### config.mk
export PLATFORM = sky130hd
export DESIGN_NAME = cdb_arbiter
export DESIGN_NICKNAME = d
export VERILOG_FILES = /design/src/hw/exec_pkg.sv /design/src/hw/cdb_arbiter.sv
export VERILOG_INCLUDE_DIRS = /design/src /design/src/hw
export SDC_FILE = /design/constraint.sdc
export NUM_CORES = 1
export LEC_CHECK = 0
export ABC_AREA = 1
export BUFFER_PORTS_ARGS = -buffer_cell sky130_fd_sc_hd__buf_2
export CAP_MARGIN = 10
export CORE_AREA = 2 2 139 141
export CTS_CLUSTER_DIAMETER = 120
export CTS_CLUSTER_SIZE = 30
export DETAILED_ROUTE_END_ITERATION = 8
export DIE_AREA = 0 0 141 143
export GPL_TIMING_DRIVEN = 0
export MAX_ROUTING_LAYER = met4
export SLEW_MARGIN = 20
export SYNTH_ARGS = -nofsm -noshare
export SYNTH_HDL_FRONTEND = slang
export SYNTH_SLANG_ARGS = --single-unit
### constraint.sdc
create_clock -name clock -period 3 [get_ports clock]
set_clock_uncertainty 0.15 [all_clocks]
set_input_delay 0.6 -clock clock [delete_from_list [all_inputs] [get_ports clock]]
set_output_delay 0.6 -clock clock [all_outputs]
set_load 0.02 [all_outputs]
### src/hw/exec_defs.svh
// sizing macros for the execute cluster, included by the package and by every module that sizes ports
`ifndef EXEC_DEFS_SVH
`define EXEC_DEFS_SVH

// physical register file depth
`define NUM_PR 32

// integer ALUs behind the CDB arbiter
`define NUM_FU 3

// datapath width
`define XLEN 64

// hard-wired zero register
// never written, reads back as zero
`define ZERO_PR 31

`endif

### src/hw/exec_pkg.sv
// shared types of the execute cluster, imported by each module that declares typed signals
`default_nettype none
`include "exec_defs.svh"

package exec_pkg;

  typedef logic [$clog2(`NUM_PR)-1:0] pr_idx_t;   // physical register tag
  typedef logic [`XLEN-1:0]           word_t;     // data word
  typedef logic [2:0]                 alu_op_t;   // alu opcode

  // alu opcode encodings
  localparam alu_op_t op_add  = 3'd0;
  localparam alu_op_t op_sub  = 3'd1;
  localparam alu_op_t op_and  = 3'd2;
  localparam alu_op_t op_or   = 3'd3;
  localparam alu_op_t op_xor  = 3'd4;
  localparam alu_op_t op_sll  = 3'd5;   // shift by low bits of src2
  localparam alu_op_t op_sltu = 3'd6;   // unsigned compare
  localparam alu_op_t op_pass = 3'd7;   // forward src1 unchanged

  typedef enum logic {
    fu_idle,                            // free for a new issue
    fu_hold                             // result waiting for the cdb
  } fu_state_t;

  // one operation offered to one unit
  typedef struct packed {
    logic    valid;
    alu_op_t op;
    pr_idx_t dest;
    pr_idx_t src1;
    pr_idx_t src2;
  } issue_t;

  // operand pair read for one unit
  typedef struct packed {
    word_t val1;
    word_t val2;
  } operands_t;

  // cdb broadcast, load write and held unit result
  typedef struct packed {
    logic    valid;
    pr_idx_t tag;
    word_t   value;
  } cdb_t;

endpackage

`default_nettype wire

### src/hw/cdb_arbiter.sv
// cdb arbiter, load writes win outright and the alu results share the rest in round-robin order
`timescale 1ns/1ps
`default_nettype none
`include "exec_defs.svh"

module cdb_arbiter (
  input  wire                   clock,
  input  wire                   reset,
  input  wire exec_pkg::cdb_t   load_wr,             // single-cycle load completion
  input  wire exec_pkg::cdb_t   results [`NUM_FU],   // held unit results
  output logic [`NUM_FU-1:0]    grant,               // one-hot unit grant
  output exec_pkg::cdb_t        cdb                  // the one broadcast this cycle
);

  localparam int ptr_w = ($clog2(`NUM_FU) > 0) ? $clog2(`NUM_FU) : 1;

  logic [ptr_w-1:0] rr_ptr;      // first unit searched
  logic [ptr_w-1:0] win_idx;     // first requester from rr_ptr
  logic             win_found;   // some unit is requesting
  int               cand;        // unit under test in the search

  // rotating search starting at rr_ptr
  always_comb begin
    win_found = 1'b0;
    win_idx   = '0;
    cand      = 0;
    for (int k = 0; k < `NUM_FU; k++) begin
      cand = (int'(rr_ptr) + k) % `NUM_FU;
      if (!win_found && results[cand].valid) begin
        win_found = 1'b1;
        win_idx   = cand[ptr_w-1:0];
      end
    end
  end

  // load has fixed priority, units get nothing that cycle
  always_comb begin
    grant = '0;
    cdb   = '0;
    if (load_wr.valid) begin
      cdb = load_wr;
    end else if (win_found) begin
      grant[win_idx] = 1'b1;
      cdb            = results[win_idx];
    end
  end

  // pointer moves one past the unit just granted
  always_ff @(posedge clock) begin
    if (reset) begin
      rr_ptr <= '0;
    end else if (|grant) begin
      if (win_idx == ptr_w'(`NUM_FU - 1)) begin
        rr_ptr <= '0;              // wrap
      end else begin
        rr_ptr <= win_idx + 1'b1;
      end
    end
  end

endmodule

`default_nettype wire

Word-level counts from Yosys, hierarchy flattened
Index checks and enable logic that the tools add are counted.

Add/sub/neg operators: 3. Equal/unequal tests: 1. Bitwise logic cells: 4. Order comparisons: 6. Div/mod/pow operators: 3. Muxes and demuxes: 25. Reductions and logical operators: 6.

Operators with widths (number): 70-bit 2-to-1 mux (10); 70-bit binary-select mux with 2-bit select (4); 32-bit by 3-bit greater-or-equal comparator with 1-bit output, second input constant (3); 32-bit NOT (3); 32-bit by 3-bit modulo with 32-bit output, second input constant (2); 3-bit by 3-bit modulo with 32-bit output, second input constant (1); 2-bit 2-to-1 mux (4); 3-bit 2-to-1 mux (2); 1-bit 2-to-1 mux (4); 2-bit by 1-bit adder with 3-bit output, second input constant (1); 2-bit by 2-bit adder with 3-bit output, second input constant (1); 3-bit greater-or-equal comparator, second input constant (1); 1-bit logical AND (3); 2-bit by 3-bit < comparator with 1-bit output, second input constant (1); 2-bit NOT with 3-bit output (1); 3-bit OR reduction (1); 2-bit by 1-bit adder with 2-bit output, second input constant (1); 1-bit demux with 2-bit select (1); 2-bit equality test, second input constant (1); 2-bit by 1-bit greater-or-equal comparator with 1-bit output, second input constant (1); 1-bit zero test (2).

Word-level logic and storage cells: 49. Output and inout bits: 73. Bits of input ports: 282. Register bits after elaboration: 2.

Logic depth before layout (Yosys ltp)
Depth in word-level cells: 19. Gate-level depth with buffers: 16. Depth with buffers taken out: 15.

Least setup slack after synthesis
No wires, ideal clock.

Path kind: register to output. Start: register rr_ptr[0]. End: output port grant[0]. Arrival time: 2.070 ns. Path slack: 0.180 ns. Buffers on the path: 1. Required time: 2.250 ns. Stages on the path, launching flop included: 11. Cells stage by stage: dfxtp_1 > inv_1 > ha_1 > nand2_1 > or2_1 > nand2_2 > inv_1 > nand3_1 > nand2_2 > buf_1 > nor3_1.

Cells in the longest elaborated chain, start to end: 18. Elaborated cells on any way between the ends: 34. Those cells by class: add/sub: 2; div: 3; order compare: 2; mux: 19; bitwise: 3; reduce/logical: 5.

Ends and longest elaborated chain: start: declaration (line cdb_arbiter.sv:17) `logic [ptr_w-1:0] rr_ptr;`; start signal: assignment (line cdb_arbiter.sv:56) `rr_ptr <= win_idx + 1'b1;`; parallel branches: the longest is 16 deep, another holds 32-bit by 3-bit modulo with 32-bit output; 3-bit 2-to-1 mux * (line cdb_arbiter.sv:42) `end else if (win_found) begin`; 3-bit 2-to-1 mux * (line cdb_arbiter.sv:40) `if (load_wr.valid) begin`; end: declaration (line cdb_arbiter.sv:11) `` output logic [`NUM_FU-1:0] grant, ``.

Mark *: on every way between the ends. The select of a mux whose other input is x is not followed.

==> flow_metrics.py <==
metrics = {
    "finish": {
        "final_cells": 1230,
        "drive_above_1_share_pct": 53.5,
        "fill_cells": 2037,
        "largest_reg_flops": 2,
        "utilization_pct": 34.0,
        "area_delta_synth_final_pct": 111,
        "final_nets": 1283,
        "reg_top3": "rr_ptr: 2 flops",
        "largest_register": "rr_ptr",
    },
    "sta": {
        "post-route-period-util_pct": 107,
        "worst_slack_ns": -0.198,
        "tightest_slew_ns": 0.961,
        "rsz0062_at_grt": "yes",
        "hold_ws_ns": 0.394,
        "hold_viol": 0,
        "worst_slew_margin_rel_pct": 35.9,
        "period_needed_ns": 3.20,
        "maxSlewViolCount": 0,
        "fin_setup_tns_ns": -8.25,
        "setup_viol": 70,
        "fmax_mhz": 313,
    },
    "clocking": {
        "htree_levels": 1,
        "cts_max_path_buffers": 2,
        "cts.hold.buffers_added": 0,
        "cts.clk_slew.worst_paths_ns": 0.03,
        "cts_tree": "done",
        "worstSkewPairLatency_ns": 0.22,
        "cts_buffers": 3,
        "clock_sinks": 2,
        "cts_root_buf": "clkbuf_16",
    },
    "synthesis": {
        "syn_area_sq_mm": 0.00299,
        "netlist_instances": 612,
        "ys_types": 30,
        "synth_seq_cells": 2,
        "seq_area_frac_synth_pct": 1.34,
        "ys_warn_count": 0,
        "synth_nets": 898,
        "avgSynthCellArea_sq_um": 4.88,
        "synth.area.top_cells": "nand2_1, nand3_1, nand3_2",
        "yosysTopAreaCellShare_pct": 39.1,
        "yosys.area.top_type": "nand2_1",
    },
    "power_and_ir_drop": {
        "pwr-share-clk_pct": 3.1,
        "pwr-share-seq_pct": 0.7,
        "combPwrFrac_pct": 96.2,
        "power.density_mw_per_mm2": 1040,
        "power.leakage_nw": 3.62,
        "p_switching_mw": 3.66,
        "p_int_mw": 2.94,
        "ir_drop_v": 0.000305,
        "p_sw_share_pct": 55.4,
    },
    "drt": {
        "vias": 5622,
        "drt-wirelength-per-cell_um": 16.7,
        "met2WireLength_um": 10400,
        "initialDrtViolationCount": 261,
        "viasPerCell": 4.57,
        "top_layer": "met4",
        "wl_met1_um": 8470,
        "drtAntennaViolNets": 0,
        "dr.pass1.iters": 5,
        "wl_met3_um": 1110,
        "drc": 0,
        "routed_wirelength_um": 20500,
    },
    "setup_path": {
        "crit_type": "register to primary output",
        "cp_slowest_cell": "dfxtp_2",
        "worstReg2RegEnd": "rr_ptr[0]",
        "critical_path_required_ns": 2.25,
        "path_max_fanout": 6,
        "path_buf_inv": 5,
        "cp_cell_sequence": "inv_2 > ha_4 > nand2_2 > or2_1 > nand2_2 > nand3_4 > nand2_4 > nand2_4 > buf_12 > buf_12 > buf_4 > nand4_1 > nand4_1 > buf_4",
        "cp.depth": 14,
        "reg2reg_from": "rr_ptr[0]",
        "crit_arrival_ns": 2.45,
        "r2r_setup_slack_ns": 0.79,
        "ff2ff_path_depth": 12,
        "max_stage_delay_ns": 0.34,
        "end_kind": "primary output",
        "cp-start-kind": "register",
        "path_delay_family": "simple AND/OR/NAND/NOR gates",
    },
    "global_route": {
        "grt_pass1_wl_um": 28200,
        "antenna_found_initial": 1,
        "overflow": 0,
        "grtUsageTotal_pct": 18.7,
        "grt_max_degree": 12,
        "grt_pass1_vias": 5202,
    },
    "die": {
        "chipHeight_um": 143,
        "die_w_um": 141,
        "start_util_pct": 16.1,
        "ios": 355,
        "die_area_sq_mm": 0.0202,
        "placeableCoreArea_sq_mm": 0.0186,
        "rows": 50,
    },
    "placement": {
        "place_ws_ns": -0.401,
        "port_buffers": 353,
        "placed_cells": 1199,
        "gp_congestion": 0.862,
        "dp_hpwl_um": 15300,
    },
    "min_path": {
        "whs_endpoint": "rr_ptr[0]",
        "hold_class": "input pin to register",
        "hp-start": "reset",
        "hold_depth": 2,
    },
    "status": {
        "status": "complete, but fails checks",
        "violations": "negative setup slack",
    },
    "flow_run": {
        "maxCapViolCount": 0,
    },
}
synthesized netlist by cell type:
library cell / n
a21oi_1: 10
a21oi_2: 1
buf_1: 1
buf_2: 24
buf_4: 5
buf_6: 6
clkbuf_1: 8
clkinv_1: 1
dfxtp_1: 2
ha_1: 4
inv_1: 31
inv_2: 5
nand2_1: 311
nand2_2: 6
nand2_4: 2
nand3_1: 98
nand3_2: 32
nand3_4: 1
nand4_1: 32
nor2_1: 18
nor2_2: 1
nor2_4: 2
nor2_8: 1
nor3_1: 4
o21ai_0: 1
o21ai_1: 1
o21ai_2: 1
o21ai_4: 1
or2_1: 1
or2_2: 1
power by group through the flow:
stage                     Combinational, mW  Sequential [mW]  Clock (mW)
after global routing                   6.84           0.0506       0.209
after detailed placement               4.57           0.0439           0
after global placement                 4.56           0.0438           0
final                                  6.34           0.0492       0.203
after CTS                              5.48           0.0482       0.204
after floorplan                        3.04           0.0425           0
metrics by stage:
stage / power, mW / cell area, sq um
6_report: 6.59 / 6310
5_1_grt: 7.10 / 6310
4_1_cts: 5.73 / 5660
3_5_place_dp: 4.61 / 5050
3_3_place_gp: 4.60 / 5050
2_1_floorplan: 3.09 / 2990
worst max path at each step:
stage	end	from
6_report	cdb[16]	rr_ptr[0]
5_1_grt	cdb[10]	rr_ptr[0]
4_1_cts	cdb[27]	rr_ptr[0]
3_5_place_dp	cdb[27]	rr_ptr[0]
3_3_place_gp	cdb[27]	rr_ptr[0]
2_1_floorplan	grant[0]	rr_ptr[0]
cell usage in the layout, fill, tap and decap left out, types with 5 or more instances in the layout:
cell type / instances
nor2_1: 17
a21oi_2: 8
clkbuf_1: 8
buf_4: 52
buf_6: 54
nand3_1: 67
clkbuf_16: 6
nand2_1: 298
buf_12: 10
nand3_2: 60
buf_2: 289
nand4_1: 32
nand2_2: 15
nor2_4: 5
inv_1: 30
cells by family (layout without fill, tap and decap cells):
kind of cell | Yosys count | count (layout) | share of synthesized area (%)
other | 0 | 1 | 0
and+or+nand+nor | 510 | 512 | 80.5
DFF | 2 | 2 | 1.34
adders and majority gates | 4 | 4 | 1.68
AOI/OAI and AO/OA | 15 | 15 | 3.14
buffers and inverters | 81 | 462 | 13.3
per-layer routing:
layer / up-vias / global-route usage, %
met3: 34 / 1.41
met4: 0 / 4.11
met5: - / -
met1: 2540 / 22.5
li1: 2762 / -
met2: 286 / 34.1
worst register-to-register path, cell delays in order (launching register included):
cell	delay (ns)
dfxtp_2	0.34
inv_2	0.06
ha_4	0.29
nand2_2	0.05
or2_1	0.21
nand2_2	0.12
nand4_1	0.16
nand2_4	0.19
buf_16	0.17
clkbuf_16	0.15
nand3_2	0.06
nand2_1	0.09
a21oi_2	0.05
area by class of cell:
cell class | count | area [sq um] | share of cell area [%]
Antenna cell | 1 | 2.50 | 0.0396
Buffer | 43 | 444 | 7.04
Clock buffer | 3 | 75.1 | 1.19
Inverter | 37 | 149 | 2.36
Multi-Input combinational cell | 531 | 2910 | 46.0
Sequential cell | 2 | 42.5 | 0.674
Tap cell | 234 | 293 | 4.64
Timing Repair Buffer | 379 | 2400 | 38.0
repair_timing:
item	CTS	global route
cloned	3	3
resized for setup	99	154
endpoints found under the setup margin	72	72
pin swaps	11	24
buffers inserted	19	3
hold endpoints to repair	0	0
Note: power is estimated with default switching activity, not from simulation.
